### src/lsq_consts.svh
`ifndef LSQ_CONSTS_SVH
`define LSQ_CONSTS_SVH

// Queue geometry
`define LSQ_DEPTH 8
`define LSQ_PTR_W 3

// Rename and datapath widths
`define NUM_PREGS 64
`define PREG_W 6
`define ROB_W 5
`define XLEN 32

`endif
### src/ooo_pkg.sv
`include "lsq_consts.svh"

package ooo_pkg;

    typedef logic [`PREG_W-1:0] preg_t;
    typedef logic [`ROB_W-1:0] rob_idx_t;
    typedef logic [`LSQ_PTR_W-1:0] lsq_ptr_t;

    // One load or store waiting in its queue
    typedef struct packed {
        logic valid;
        rob_idx_t rob;
        logic [2:0] funct3;
        preg_t rs1;
        logic rs1_ready;
        preg_t rs2;
        logic rs2_ready;
        preg_t rd;
        logic [11:0] imm;
        // Tail of the other queue when this entry was dispatched
        lsq_ptr_t cross_ptr;
        logic cross_met;
    } lsq_entry_t;

endpackage

### src/phys_regfile.sv
`timescale 1ns/1ps
`include "lsq_consts.svh"

module phys_regfile (
    input  logic clk,
    input  logic rst,
    input  logic wr_en,
    input  ooo_pkg::preg_t wr_tag,
    input  logic [`XLEN-1:0] wr_data,
    input  ooo_pkg::preg_t rd_tag1,
    input  ooo_pkg::preg_t rd_tag2,
    output logic [`XLEN-1:0] rd_data1,
    output logic [`XLEN-1:0] rd_data2
);

    logic [`XLEN-1:0] regs [`NUM_PREGS];

    // Register 0 is never written and stays zero
    always_ff @(posedge clk) begin
        if (rst) begin
            for (int i = 0; i < `NUM_PREGS; i++) begin
                regs[i] <= '0;
            end
        end else if (wr_en && wr_tag != '0) begin
            regs[wr_tag] <= wr_data;
        end
    end

    assign rd_data1 = regs[rd_tag1];
    assign rd_data2 = regs[rd_tag2];

endmodule

### config.mk
export PLATFORM = sky130hd
export DESIGN_NAME = phys_regfile
export DESIGN_NICKNAME = d
export VERILOG_FILES = /design/src/ooo_pkg.sv /design/src/phys_regfile.sv
export VERILOG_INCLUDE_DIRS = /design/src
export SDC_FILE = /design/constraint.sdc
export NUM_CORES = 2
export LEC_CHECK = 0
export ABC_CLOCK_PERIOD_IN_PS = 11240
export BUFFER_PORTS_ARGS = -buffer_cell sky130_fd_sc_hd__buf_2
export CAP_MARGIN = 40
export CORE_MARGIN = 3
export CORE_UTILIZATION = 45
export CTS_CLUSTER_DIAMETER = 120
export DETAILED_ROUTE_END_ITERATION = 6
export SLEW_MARGIN = 20
export SYNTH_ARGS = -nofsm -noshare
export SYNTH_HDL_FRONTEND = slang
export SYNTH_SLANG_ARGS = --single-unit
### constraint.sdc
create_clock -name clk -period 11.24 [get_ports clk]
set_input_delay 3.372 -clock clk [delete_from_list [all_inputs] [get_ports clk]]
set_output_delay 3.372 -clock clk [all_outputs]
set_load 0.02 [all_outputs]
==> impl_metrics.csv <==
group,metric,value,unit
status,status,"completed",
layout,utilization,50.5,%
logic_synthesis,synth.top_cell.area_share,56.4,%
sta,max_slew.worst_pin.slew,0.975,ns
global_route,grt_usage,32.4,%
clock_network,clock_sinks,2048,
pwr,static-leakage-power,41.5,nW
sta,drv_slew,0,
logic_synthesis,yosys-top-cells-area,"edfxtp_1, mux4_2, and2_1",
pwr,seqPwrFrac,48.5,%
logic_synthesis,synthFlopType,"edfxtp_1",
pwr,power,0.0186,W
clock_network,clockBufferDepth,3,
floorplanning,dieWidth,498,microns
logic_synthesis,syn-cell-area,109000,sq um
hold_path,hold_path_class,"input port to flop",
clock_network,cts_hold_buf,0,
pwr,pwr-share-comb,13.2,%
logic_synthesis,synthArstFlopShare,0,%
floorplanning,die_area,248000,sq um
logic_synthesis,synth_warnings,0,
layout,instances_no_fill,10300,
logic_synthesis,postSynthCellCount,6874,
global_route,antenna_found_initial,52,
place,dp_cells,9820,
sta,tns,0,ns
logic_synthesis,yosys.cell_count.top_type,"and2_1",
place,dp_hpwl,236000,microns
worst_setup_path,cp_data_required_time,7.87,ns
layout,reg_top3,"regs: 2048 flops",
sta,maxSlewHeadroom,35.0,%
clock_network,cts_buffers,219,
clock_network,cts_tree,"yes",
clock_network,cts_root_buf,"clkbuf_16",
global_route,grt_pass1_wl,555000,microns
pwr,p_per_area,153,nW/um^2
sta,timing.final.crit_share,90.6,%
clock_network,cts_resized,0,
sta,hold_violations,0,
worst_setup_path,crit_arrival,6.81,ns
global_route,grt_pass1_vias,68000,
worst_setup_path,crit_fanout,53,
logic_synthesis,avgSynthCellArea,15.9,sq um
sta,setup_viol,0,
worst_setup_path,critPathLaunch,"rd_tag2[1]",
detailed_routing,postRouteAntennaNets,0,
sta,finalCriticalPeriod,10.18,ns
floorplanning,core,241000,sq um
place,routabilityCongestion,0.891,
logic_synthesis,synth_top_area_cell,"edfxtp_1",
floorplanning,ios,117,
detailed_routing,drtIter0Drc,10300,
sta,rsz0062_at_grt,"false",
layout,regMostFlops,"regs",
detailed_routing,wl_per_cell,39.6,microns
detailed_routing,viasPerCell,6.62,
logic_synthesis,synth_cell_types,46,
detailed_routing,drt-total-wl,406000,microns
pwr,p_sw_share,26.1,%
clock_network,path_clk_slew,0.06,ns
layout,area_growth,11.5,%
worst_setup_path,cp-start-kind,"input port",
worst_setup_path,end_kind,"output port",
clock_network,cts-htree-levels,4,
layout,fin_nets,6917,
place,portBuffers,116,
pwr,switching_power,0.00485,W
detailed_routing,drc_errors,0,
layout,largest_register_ffs,2048,
job,maxCapViolations,0,
logic_synthesis,ys_ff_latch,2048,
pwr,p_int,0.0137,W
global_route,grt_max_degree,69,
floorplanning,rows,180,
pwr,irDropWorstVdd,0.128,mV
detailed_routing,vias,67900,
pwr,p_clk_share,38.2,%
detailed_routing,firstDrtPassIters,6,
logic_synthesis,seq_area_frac_synth,56.4,%
global_route,grt_overflow,0,
worst_setup_path,crit_type,"input port to output port",
clock_network,post_cts_buffers,0,
floorplanning,fp.dieH,498,microns
logic_synthesis,synth_edf_count,2048,
floorplanning,initial_core_util,45.3,%
worst_setup_path,endpoint,"rd_data2[14]",
logic_synthesis,netlist_top_cells_count,"and2_1, edfxtp_1, mux4_2",
layout,final_layout_size_suffix_gt1_share,29.5,%
sta,timing.fmax,98.2,MHz
-- per-stage QoR --
stage	setup WS, ns	area [sq um]	hold WS [ns]
after detailed placement	1.10	114000	3.80
final	1.06	121000	2.90
after floorplan	2.44	109000	3.57
after CTS	1.10	121000	2.86
after global placement	0.0298	114000	4.11
after global routing	0.955	121000	2.87
-- worst min-delay path by stage --
| stage | cells past startpoint | from | slack (ns) | endpoint |
|---|---|---|---|---|
| floorplan | 1 | wr_data[0] | 3.57 | regs[10][0] |
| global placement | 1 | rst | 4.11 | regs[0][10] |
| detailed placement | 1 | rst | 3.80 | regs[0][10] |
| CTS | 1 | rst | 2.86 | regs[0][10] |
| global route | 1 | rst | 2.87 | regs[0][10] |
| finish | 1 | rst | 2.90 | regs[0][10] |
-- power by group through the flow --
stage | logic, W | registers, W | clock network [W]
floorplan | 0.00142 | 0.00907 | 0
global placement | 0.00239 | 0.00913 | 0
detailed placement | 0.00242 | 0.00916 | 0
CTS | 0.00242 | 0.00900 | 0.00714
global route | 0.00251 | 0.00905 | 0.00742
finish | 0.00246 | 0.00901 | 0.00709
-- layer usage --
| metal | part of all wire (%) | wire (microns) | global-route usage, % | vias up |
|---|---|---|---|---|
| met2 | 46 | 187000 | 49.9 | 4548 |
| met5 | 0.033 | 136 | 0 | - |
| li1 | - | - | - | 26500 |
| met1 | 36 | 145000 | 41.7 | 35900 |
| met4 | 6.9 | 27900 | 19.5 | 22 |
| met3 | 11 | 46200 | 8.16 | 904 |
-- cell usage in the layout (no fill, tap or decap), drive strengths merged, types with 8 or more instances in the layout --
cell / instances
inv: 9
nand3: 27
mux2i: 165
nand2: 168
nor2b: 23
a211o: 8
conb: 32
mux2: 14
mux4: 1138
diode: 20
a221o: 27
a21oi: 53
and2: 2053
o211ai: 17
edfxtp: 2048
or2: 65
clkbuf: 269
a211oi: 46
bufinv: 14
a22oi: 36
o21ai: 27
buf: 482
a22o: 27
o22ai: 23
a31oi: 23
clkinv: 122
nor2: 85
-- cell type report --
class / instances / area (sq um)
Fill cell: 19600 / 119000
Sequential cell: 2048 / 61500
Multi-Input combinational cell: 4108 / 45000
Clock buffer: 267 / 5720
Timing Repair Buffer: 484 / 4120
Tap cell: 3185 / 3990
Clock inverter: 146 / 1140
Antenna cell: 20 / 50.0
Inverter: 3 / 15.0
-- kinds of logic after synthesis --
| family | share of synthesized area (%) |
|---|---|
| AOI/OAI and AO/OA | 2.04 |
| buffers and inverters | 2.90 |
| DFF | 56.4 |
| muxes | 25.2 |
| other | 0.00344 |
| and+or+nand+nor | 13.4 |
-- critical path, stage by stage --
cell	delay (ns)
buf_8	0.47
buf_4	0.51
mux4_2	0.37
mux4_2	0.49
a22oi_1	0.68
o221ai_1	0.43
buf_2	0.27
No activity file was read; power rests on OpenSTA's default activity.
