## src/lsq_consts.svh

```systemverilog
`ifndef LSQ_CONSTS_SVH
`define LSQ_CONSTS_SVH

// Queue geometry
`define LSQ_DEPTH 8
`define LSQ_PTR_W 3

// Rename and datapath widths
`define NUM_PREGS 64
`define PREG_W 6
`define ROB_W 5
`define XLEN 32

`endif
```

## src/mem_pkg.sv

```systemverilog
package mem_pkg;

    // Access width as coded in funct3[1:0]
    typedef enum logic [1:0] {
        SIZE_B = 2'b00,
        SIZE_H = 2'b01,
        SIZE_W = 2'b10
    } mem_size_t;

    typedef enum logic [2:0] {
        IDLE,
        ISSUE_LD,
        ISSUE_ST,
        WAIT_R,
        WAIT_B,
        DONE
    } lsq_state_t;

    typedef enum logic [1:0] {
        AXI_OKAY = 2'b00,
        AXI_SLVERR = 2'b10
    } axi_resp_t;

endpackage

```

## src/ooo_pkg.sv

```systemverilog
`include "lsq_consts.svh"

package ooo_pkg;

    typedef logic [`PREG_W-1:0] preg_t;
    typedef logic [`ROB_W-1:0] rob_idx_t;
    typedef logic [`LSQ_PTR_W-1:0] lsq_ptr_t;

    // One load or store waiting in its queue
    typedef struct packed {
        logic valid;
        rob_idx_t rob;
        logic [2:0] funct3;
        preg_t rs1;
        logic rs1_ready;
        preg_t rs2;
        logic rs2_ready;
        preg_t rd;
        logic [11:0] imm;
        // Tail of the other queue when this entry was dispatched
        lsq_ptr_t cross_ptr;
        logic cross_met;
    } lsq_entry_t;

endpackage

```

## src/load_store_queue.sv

```systemverilog
`timescale 1ns/1ps
`include "lsq_consts.svh"

module load_store_queue (
    input  logic clk,
    input  logic rst,
    input  logic flush,
    input  logic disp_valid,
    input  logic disp_is_store,
    input  logic [2:0] disp_funct3,
    input  logic [11:0] disp_imm,
    input  ooo_pkg::rob_idx_t disp_rob,
    input  ooo_pkg::preg_t disp_rs1,
    input  logic disp_rs1_ready,
    input  ooo_pkg::preg_t disp_rs2,
    input  logic disp_rs2_ready,
    input  ooo_pkg::preg_t disp_rd,
    output logic disp_ready,
    input  logic cdb_in_valid,
    input  ooo_pkg::preg_t cdb_in_tag,
    output ooo_pkg::preg_t rd_tag1,
    output ooo_pkg::preg_t rd_tag2,
    input  logic [`XLEN-1:0] rd_data1,
    input  logic [`XLEN-1:0] rd_data2,
    output logic awvalid,
    input  logic awready,
    output logic [31:0] awaddr,
    output logic wvalid,
    input  logic wready,
    output logic [31:0] wdata,
    output logic [3:0] wstrb,
    input  logic bvalid,
    output logic bready,
    input  mem_pkg::axi_resp_t bresp,
    output logic arvalid,
    input  logic arready,
    output logic [31:0] araddr,
    input  logic rvalid,
    output logic rready,
    input  logic [31:0] rdata,
    input  mem_pkg::axi_resp_t rresp,
    output logic cdb_out_valid,
    output ooo_pkg::rob_idx_t cdb_out_rob,
    output ooo_pkg::preg_t cdb_out_rd,
    output logic [`XLEN-1:0] cdb_out_data,
    output logic cdb_out_is_store
);

    import ooo_pkg::*;
    import mem_pkg::*;

    lsq_entry_t ld_entries [`LSQ_DEPTH];
    lsq_entry_t st_entries [`LSQ_DEPTH];
    lsq_entry_t ld_upd [`LSQ_DEPTH];
    lsq_entry_t st_upd [`LSQ_DEPTH];
    logic [`LSQ_DEPTH-1:0] ld_upd_mask;
    logic [`LSQ_DEPTH-1:0] st_upd_mask;
    lsq_ptr_t ld_head, ld_tail, st_head, st_tail;
    logic ld_full, st_full;
    logic push_ld, push_st, pop_ld, pop_st;
    lsq_entry_t disp_entry;
    lsq_entry_t ld_top, st_top, issue_entry;
    logic ld_ok, st_ok, start, start_ld, start_st;

    lsq_state_t state;
    logic killed;
    logic aw_pend, w_pend;
    logic is_store_q;
    logic [2:0] funct3_q;
    rob_idx_t rob_q;
    preg_t rd_q;
    logic [`XLEN-1:0] addr_q, sdata_q, data_q, ld_aligned, base_addr;
    logic [3:0] size_mask;

    // With a full partner queue its head equals its tail and the cross pointer is ambiguous
    assign disp_ready = !ld_full && !st_full;
    assign push_ld = disp_valid && disp_ready && !disp_is_store && !flush;
    assign push_st = disp_valid && disp_ready && disp_is_store && !flush;

    always_comb begin
        disp_entry.valid = 1'b1;
        disp_entry.rob = disp_rob;
        disp_entry.funct3 = disp_funct3;
        disp_entry.rs1 = disp_rs1;
        // Also catch a broadcast in the dispatch cycle itself
        disp_entry.rs1_ready = disp_rs1_ready || (cdb_in_valid && cdb_in_tag == disp_rs1);
        disp_entry.rs2 = disp_rs2;
        disp_entry.rs2_ready = !disp_is_store || disp_rs2_ready
                               || (cdb_in_valid && cdb_in_tag == disp_rs2);
        disp_entry.rd = disp_is_store ? '0 : disp_rd;
        disp_entry.imm = disp_imm;
        disp_entry.cross_ptr = disp_is_store ? ld_tail : st_tail;
        disp_entry.cross_met = 1'b0;
    end

    lsq_circular_queue load_q (
        .clk(clk),
        .rst(rst || flush),
        .push(push_ld),
        .pop(pop_ld),
        .push_entry(disp_entry),
        .upd_entries(ld_upd),
        .upd_mask(ld_upd_mask),
        .entries(ld_entries),
        .head(ld_head),
        .tail(ld_tail),
        .full(ld_full)
    );

    lsq_circular_queue store_q (
        .clk(clk),
        .rst(rst || flush),
        .push(push_st),
        .pop(pop_st),
        .push_entry(disp_entry),
        .upd_entries(st_upd),
        .upd_mask(st_upd_mask),
        .entries(st_entries),
        .head(st_head),
        .tail(st_tail),
        .full(st_full)
    );

    lsq_wakeup load_wakeup (
        .entries(ld_entries),
        .cdb_in_valid(cdb_in_valid),
        .cdb_in_tag(cdb_in_tag),
        .other_head(st_head),
        .issue(start_ld),
        .issue_ptr(ld_head),
        .upd_entries(ld_upd),
        .upd_mask(ld_upd_mask)
    );

    lsq_wakeup store_wakeup (
        .entries(st_entries),
        .cdb_in_valid(cdb_in_valid),
        .cdb_in_tag(cdb_in_tag),
        .other_head(ld_head),
        .issue(start_st),
        .issue_ptr(st_head),
        .upd_entries(st_upd),
        .upd_mask(st_upd_mask)
    );

    // Cross pointers leave at most one head eligible
    assign ld_top = ld_entries[ld_head];
    assign st_top = st_entries[st_head];
    assign ld_ok = ld_top.valid && ld_top.rs1_ready && ld_top.rs2_ready && ld_top.cross_met;
    assign st_ok = st_top.valid && st_top.rs1_ready && st_top.rs2_ready && st_top.cross_met;
    assign start = (state == IDLE) && (ld_ok || st_ok) && !flush;
    assign start_ld = start && ld_ok;
    assign start_st = start && !ld_ok;

    assign issue_entry = ld_ok ? ld_top : st_top;
    assign rd_tag1 = issue_entry.rs1;
    assign rd_tag2 = issue_entry.rs2;
    assign base_addr = rd_data1 + {{(`XLEN-12){issue_entry.imm[11]}}, issue_entry.imm};

    always_ff @(posedge clk) begin
        if (rst) begin
            state <= IDLE;
            killed <= 1'b0;
            aw_pend <= 1'b0;
            w_pend <= 1'b0;
        end else begin
            if (state == DONE) begin
                killed <= 1'b0;
            end else if (flush && state != IDLE) begin
                killed <= 1'b1;
            end
            case (state)
                IDLE: begin
                    if (start_ld) begin
                        state <= ISSUE_LD;
                    end else if (start_st) begin
                        state <= ISSUE_ST;
                        aw_pend <= 1'b1;
                        w_pend <= 1'b1;
                    end
                end
                ISSUE_LD: if (arready) state <= WAIT_R;
                ISSUE_ST: begin
                    if (awready) aw_pend <= 1'b0;
                    if (wready) w_pend <= 1'b0;
                    if ((!aw_pend || awready) && (!w_pend || wready)) begin
                        state <= WAIT_B;
                    end
                end
                WAIT_R: if (rvalid) state <= DONE;
                WAIT_B: if (bvalid) state <= DONE;
                default: state <= IDLE;
            endcase
        end
    end

    always_ff @(posedge clk) begin
        if (start) begin
            is_store_q <= !ld_ok;
            funct3_q <= issue_entry.funct3;
            rob_q <= issue_entry.rob;
            rd_q <= issue_entry.rd;
            addr_q <= base_addr;
            sdata_q <= rd_data2;
        end
        // Loads return data, stores return their response code
        if (state == WAIT_R && rvalid) begin
            data_q <= (rresp == AXI_OKAY) ? ld_aligned : '0;
        end
        if (state == WAIT_B && bvalid) begin
            data_q <= {{(`XLEN-2){1'b0}}, bresp};
        end
    end

    lsq_load_align align (
        .rdata(rdata),
        .offset(addr_q[1:0]),
        .funct3(funct3_q),
        .result(ld_aligned)
    );

    always_comb begin
        case (mem_size_t'(funct3_q[1:0]))
            SIZE_B: size_mask = 4'b0001;
            SIZE_H: size_mask = 4'b0011;
            default: size_mask = 4'b1111;
        endcase
    end

    assign arvalid = (state == ISSUE_LD);
    assign araddr = addr_q;
    assign awvalid = (state == ISSUE_ST) && aw_pend;
    assign awaddr = addr_q;
    assign wvalid = (state == ISSUE_ST) && w_pend;
    assign wstrb = size_mask << addr_q[1:0];
    assign wdata = sdata_q << {addr_q[1:0], 3'b000};
    assign rready = (state == WAIT_R);
    assign bready = (state == WAIT_B);

    // A flushed access finishes on the bus but neither pops nor broadcasts
    assign pop_ld = (state == DONE) && !is_store_q && !killed;
    assign pop_st = (state == DONE) && is_store_q && !killed;
    assign cdb_out_valid = (state == DONE) && !killed && !flush;
    assign cdb_out_rob = rob_q;
    assign cdb_out_rd = rd_q;
    assign cdb_out_data = data_q;
    assign cdb_out_is_store = is_store_q;

endmodule

```

## src/lsq_load_align.sv

```systemverilog
`timescale 1ns/1ps
`include "lsq_consts.svh"

module lsq_load_align (
    input  logic [`XLEN-1:0] rdata,
    input  logic [1:0] offset,
    input  logic [2:0] funct3,
    output logic [`XLEN-1:0] result
);

    import mem_pkg::*;

    logic [`XLEN-1:0] lane;
    mem_size_t size;

    // Addressed byte lane moved down to bit 0
    assign lane = rdata >> {offset, 3'b000};
    assign size = mem_size_t'(funct3[1:0]);

    always_comb begin
        case (size)
            SIZE_B: begin
                if (funct3[2]) begin
                    result = {{(`XLEN-8){1'b0}}, lane[7:0]};
                end else begin
                    result = {{(`XLEN-8){lane[7]}}, lane[7:0]};
                end
            end
            SIZE_H: begin
                if (funct3[2]) begin
                    result = {{(`XLEN-16){1'b0}}, lane[15:0]};
                end else begin
                    result = {{(`XLEN-16){lane[15]}}, lane[15:0]};
                end
            end
            default: result = lane;
        endcase
    end

endmodule

```

## src/lsq_wakeup.sv

```systemverilog
`timescale 1ns/1ps
`include "lsq_consts.svh"

module lsq_wakeup (
    input  ooo_pkg::lsq_entry_t entries [`LSQ_DEPTH],
    input  logic cdb_in_valid,
    input  ooo_pkg::preg_t cdb_in_tag,
    input  ooo_pkg::lsq_ptr_t other_head,
    input  logic issue,
    input  ooo_pkg::lsq_ptr_t issue_ptr,
    output ooo_pkg::lsq_entry_t upd_entries [`LSQ_DEPTH],
    output logic [`LSQ_DEPTH-1:0] upd_mask
);

    import ooo_pkg::*;

    always_comb begin
        for (int i = 0; i < `LSQ_DEPTH; i++) begin
            upd_entries[i] = entries[i];
            upd_mask[i] = 1'b0;
            if (entries[i].valid) begin
                if (cdb_in_valid && !entries[i].rs1_ready && entries[i].rs1 == cdb_in_tag) begin
                    upd_entries[i].rs1_ready = 1'b1;
                    upd_mask[i] = 1'b1;
                end
                if (cdb_in_valid && !entries[i].rs2_ready && entries[i].rs2 == cdb_in_tag) begin
                    upd_entries[i].rs2_ready = 1'b1;
                    upd_mask[i] = 1'b1;
                end
                // Every older access of the other queue has popped
                if (!entries[i].cross_met && entries[i].cross_ptr == other_head) begin
                    upd_entries[i].cross_met = 1'b1;
                    upd_mask[i] = 1'b1;
                end
                if (issue && issue_ptr == lsq_ptr_t'(i)) begin
                    upd_entries[i].valid = 1'b0;
                    upd_mask[i] = 1'b1;
                end
            end
        end
    end

endmodule

```

## src/lsq_circular_queue.sv

```systemverilog
`timescale 1ns/1ps
`include "lsq_consts.svh"

module lsq_circular_queue (
    input  logic clk,
    input  logic rst,
    input  logic push,
    input  logic pop,
    input  ooo_pkg::lsq_entry_t push_entry,
    input  ooo_pkg::lsq_entry_t upd_entries [`LSQ_DEPTH],
    input  logic [`LSQ_DEPTH-1:0] upd_mask,
    output ooo_pkg::lsq_entry_t entries [`LSQ_DEPTH],
    output ooo_pkg::lsq_ptr_t head,
    output ooo_pkg::lsq_ptr_t tail,
    output logic full
);

    import ooo_pkg::*;

    lsq_entry_t ring [`LSQ_DEPTH];
    // Extra top bit tells full from empty
    logic [`LSQ_PTR_W:0] head_q;
    logic [`LSQ_PTR_W:0] tail_q;

    assign head = head_q[`LSQ_PTR_W-1:0];
    assign tail = tail_q[`LSQ_PTR_W-1:0];
    assign full = (head_q[`LSQ_PTR_W] != tail_q[`LSQ_PTR_W]) && (head == tail);
    assign entries = ring;

    always_ff @(posedge clk) begin
        if (rst) begin
            head_q <= '0;
            tail_q <= '0;
        end else begin
            if (push && !full) begin
                tail_q <= tail_q + 1'b1;
            end
            if (pop) begin
                head_q <= head_q + 1'b1;
            end
        end
    end

    // Push takes priority over an update of the same slot
    always_ff @(posedge clk) begin
        for (int i = 0; i < `LSQ_DEPTH; i++) begin
            if (rst) begin
                ring[i].valid <= 1'b0;
            end else if (push && !full && tail == lsq_ptr_t'(i)) begin
                ring[i] <= push_entry;
            end else if (upd_mask[i]) begin
                ring[i] <= upd_entries[i];
            end
        end
    end

endmodule

```

## config.mk

```make
export PLATFORM = sky130hd
export DESIGN_NAME = load_store_queue
export DESIGN_NICKNAME = d
export VERILOG_FILES = /design/src/mem_pkg.sv /design/src/ooo_pkg.sv /design/src/load_store_queue.sv /design/src/lsq_load_align.sv /design/src/lsq_wakeup.sv /design/src/lsq_circular_queue.sv
export VERILOG_INCLUDE_DIRS = /design/src
export SDC_FILE = /design/constraint.sdc
export NUM_CORES = 2
export LEC_CHECK = 0
export ABC_AREA = 1
export CAP_MARGIN = 20
export CORE_MARGIN = 2
export CORE_UTILIZATION = 50
export DETAILED_ROUTE_END_ITERATION = 8
export DONT_BUFFER_PORTS = 1
export PLACE_DENSITY_LB_ADDON = 0.25
export RECOVER_POWER = 100
export SLEW_MARGIN = 20
export SYNTH_ARGS = -nofsm -noshare
export SYNTH_HDL_FRONTEND = slang
export SYNTH_HIERARCHICAL = 1
export SYNTH_SLANG_ARGS = --single-unit
```

## constraint.sdc

```tcl
create_clock -name clk -period 8.35 [get_ports clk]
set_clock_uncertainty 0.05 [all_clocks]
set_input_delay 0.835 -clock clk [delete_from_list [all_inputs] [get_ports clk]]
set_output_delay 0.835 -clock clk [all_outputs]
set_load 0.03 [all_outputs]
```

==> results.tsv <==
metric	value	unit
status	finished with violations	
violated checks	capacitance limit, slew limit	
H-tree Lvls	3	
drt pass-1 iters	6	
Finish-stage setup viols	0	
number of global-route vias before repair	38400	
CP arrival	7.10	ns
total CTS buffers	92	
CTS tree	done	
effective utilization at floorplan	0.504	
Max-slew headroom	-1.77	
area share of the largest cell type after synthesis	0.430	
initial antenna violation count	10	
Core ar.	109000	sq um
Hold Crit Class	in -> reg	
first-pass GRT wire length	242000	um
pwr/cell area	179	nW/um^2
max-cap check violation count	13	
final worst path period need	6.88	ns
Post-synth EDFFs	785	
final core area utilization	0.484	
async set or reset register ratio after synthesis	0	
post-cts resize count	0	
DRT iter0 DRCs	5509	
dominant cell type by area after synthesis	edfxtp_1	
WP data required	8.57	ns
num rows	121	
Max Fclk	0.145	GHz
WP buf/inv	5	
CTS max path bufs	3	
Via density	5.82	
worst-path cell chain	buf_4 -> nand2_1 -> nand3b_1 -> nand3_1 -> nand3_1 -> nand2_1 -> nand2_1 -> inv_1 -> nand2_1 -> nor2_1 -> inv_1 -> nand2_1 -> nor2_1 -> nor2_1 -> inv_1 -> a21oi_4 -> clkbuf_2	
crit path launch	load_q/head_q[0]$_SDFFE_PP0P_	
crit end category	flop	
Congestion Overflow GR	0	
Post-Route WL	164000	um
layout cells sized above 1	0.0509	
fin nets	5970	
mean post-synth cell area	8.21	sq um
kind of critical path	reg -> reg	
Sinks on Clock Net	853	
Port Buffers	0	
wire length per cell	22.6	um
total routing usage reported by global routing	0.282	
synthesized area	54900	sq um
Reg clk slew, reported paths	0.06	ns
Crit Reg-Reg Startpoint	load_q/head_q[0]$_SDFFE_PP0P_	
die area	112000	sq um
Post-Route Setup TNS	0	ns
crit start category	flop	
CTS root buf	clkbuf_16	
sequential share of the synthesized area	0.455	
CP Max Fanout	80	
non-filler cells, final	7255	
library cells used by synthesis	61	
P_leak	21.4	nW
Area Growth Syn to Fin	-3.98	%
drc violations	0	
critical path's most frequent cell	nand2_1	
Post-DRT Antenna Nets	0	
largest net degree at the start of global routing	92	
gate count after technology mapping	6679	
Syn. warnings	6	
most frequent cell after synthesis	nand2_1	
commonest cells in the netlist	nand2_1 (1,625), o21ai_0 (1,038), edfxtp_1 (785)	
Total Power	9.43	mW
Slew Limit Fails	719	
die height	335	um
Hold Path Origin	rst	
fin worst setup slack	1.47	ns
DIE WIDTH	335	um
post-synthesis register bit count	853	
# placed instances	7082	
CP peak stage delay	1.13	ns
Routability Congestion	0.967	
worst skew pair latency	0.68	ns
RSZ-0062 raised after global routing	no	
Tightest Pin Transition	4.15	ns
pre-CTS setup slack	2.08	ns
Worst path slowest cell	nand2_1	
total number of vias	42200	
final hold violation count	0	
fin crit share	0.824	
DP Wirelength	107000	um
Worst VDD drop	0.000144	V
CTS Hold Bufs	0	
top post-synthesis cells by area	edfxtp_1 (43%), nand2_1 (11%), buf_4 (11%)	
setup bufs post-CTS	0	
Boundary Pins	320	
dominant delay contributor by cell family on the critical path	simple AND/OR/NAND/NOR gates	
ys flop type	edfxtp_1	
[registers in the layout (all words and copies together), names as in the netlist]
name	count
cdb_out_rd	6
load_q/tail_q	4
sdata_q	32
cdb_out_is_store	1
state	3
store_q/tail_q	4
load_q/entries	360
load_q/head_q	4
store_q/entries	360
killed	1
w_pend	1
aw_pend	1
araddr	32
cdb_out_data	32
cdb_out_rob	5
funct3_q	3
store_q/head_q	4
[final cells by class]
class                           instances  area [sq um]
Sequential cell                       853         25000
Antenna cell                            1          2.50
Tap cell                             1414          1770
Fill cell                           10400         56200
Clock buffer                          108          2390
Clock inverter                         60           607
Timing Repair Buffer                   53           355
Inverter                              568          2140
Multi-Input combinational cell       4198         20400
[kinds of logic after synthesis]
logic type / share of synthesized area
AO/OA/AOI/OAI: 0.153
XOR/XNOR: 0.0201
adder cells (fa/ha/maj): 0.0109
buffers and inverters: 0.174
flip-flops: 0.455
multiplexers: 0.000182
other: 0.000137
AND/OR/NAND/NOR: 0.188
[stage by stage]
| step | instance area [sq um] | hold slack [ns] |
|---|---|---|
| 6_report | 52700 | 0.176 |
| 5_1_grt | 52700 | 0.167 |
| 4_1_cts | 52800 | 0.149 |
| 3_5_place_dp | 49800 | 0.408 |
| 3_3_place_gp | 49800 | 0.415 |
| 2_1_floorplan | 54900 | 0.387 |
[power breakdown]
group,internal (mW),leakage [nW],switching (mW)
clock network,2.39,1.47,1.79
registers,4.68,7.62,0.165
logic,0.116,12.3,0.294
total,7.18,21.4,2.25
[layout by cell type (no fill, tap or decap), types with 16 or more instances in the layout]
cell type	instances
xnor2_1	82
xor2_1	44
clkinv_1	21
inv_1	541
clkbuf_1	26
nor2_1	533
o22ai_1	58
o21ai_1	16
nand4_1	40
clkinv_2	21
a21oi_1	199
a221oi_1	44
o221ai_1	53
clkbuf_16	93
a21oi_4	16
o21ai_0	1062
ha_1	46
a31oi_1	28
buf_4	33
dfxtp_1	62
nand3_2	28
nand2_1	1628
edfxtp_1	785
nand3_1	187
inv_2	19
[per-layer routing]
| layer | GRT usage | wire, um | vias to the layer above |
|---|---|---|---|
| met5 | 0 | 75 | - |
| met4 | 0.0938 | 5330 | 12 |
| met3 | 0.0631 | 18200 | 313 |
| met2 | 0.422 | 71200 | 2169 |
| met1 | 0.404 | 68800 | 19900 |
| li1 | - | - | 19800 |
[final timing paths]
path | to | slack [ns] | depth (start not counted)
worst min-delay path | state[0]$_SDFFE_PP0P_ | 0.18 | 1
worst max-delay path | load_q/entries[7]$_DFFE_PP_ | 1.47 | 17
worst min register to register | w_pend$_SDFFE_PP0P_ | 0.41 | 2
worst max register to register | load_q/entries[7]$_DFFE_PP_ | 1.47 | 17
No activity file was read; power rests on OpenSTA's default activity.
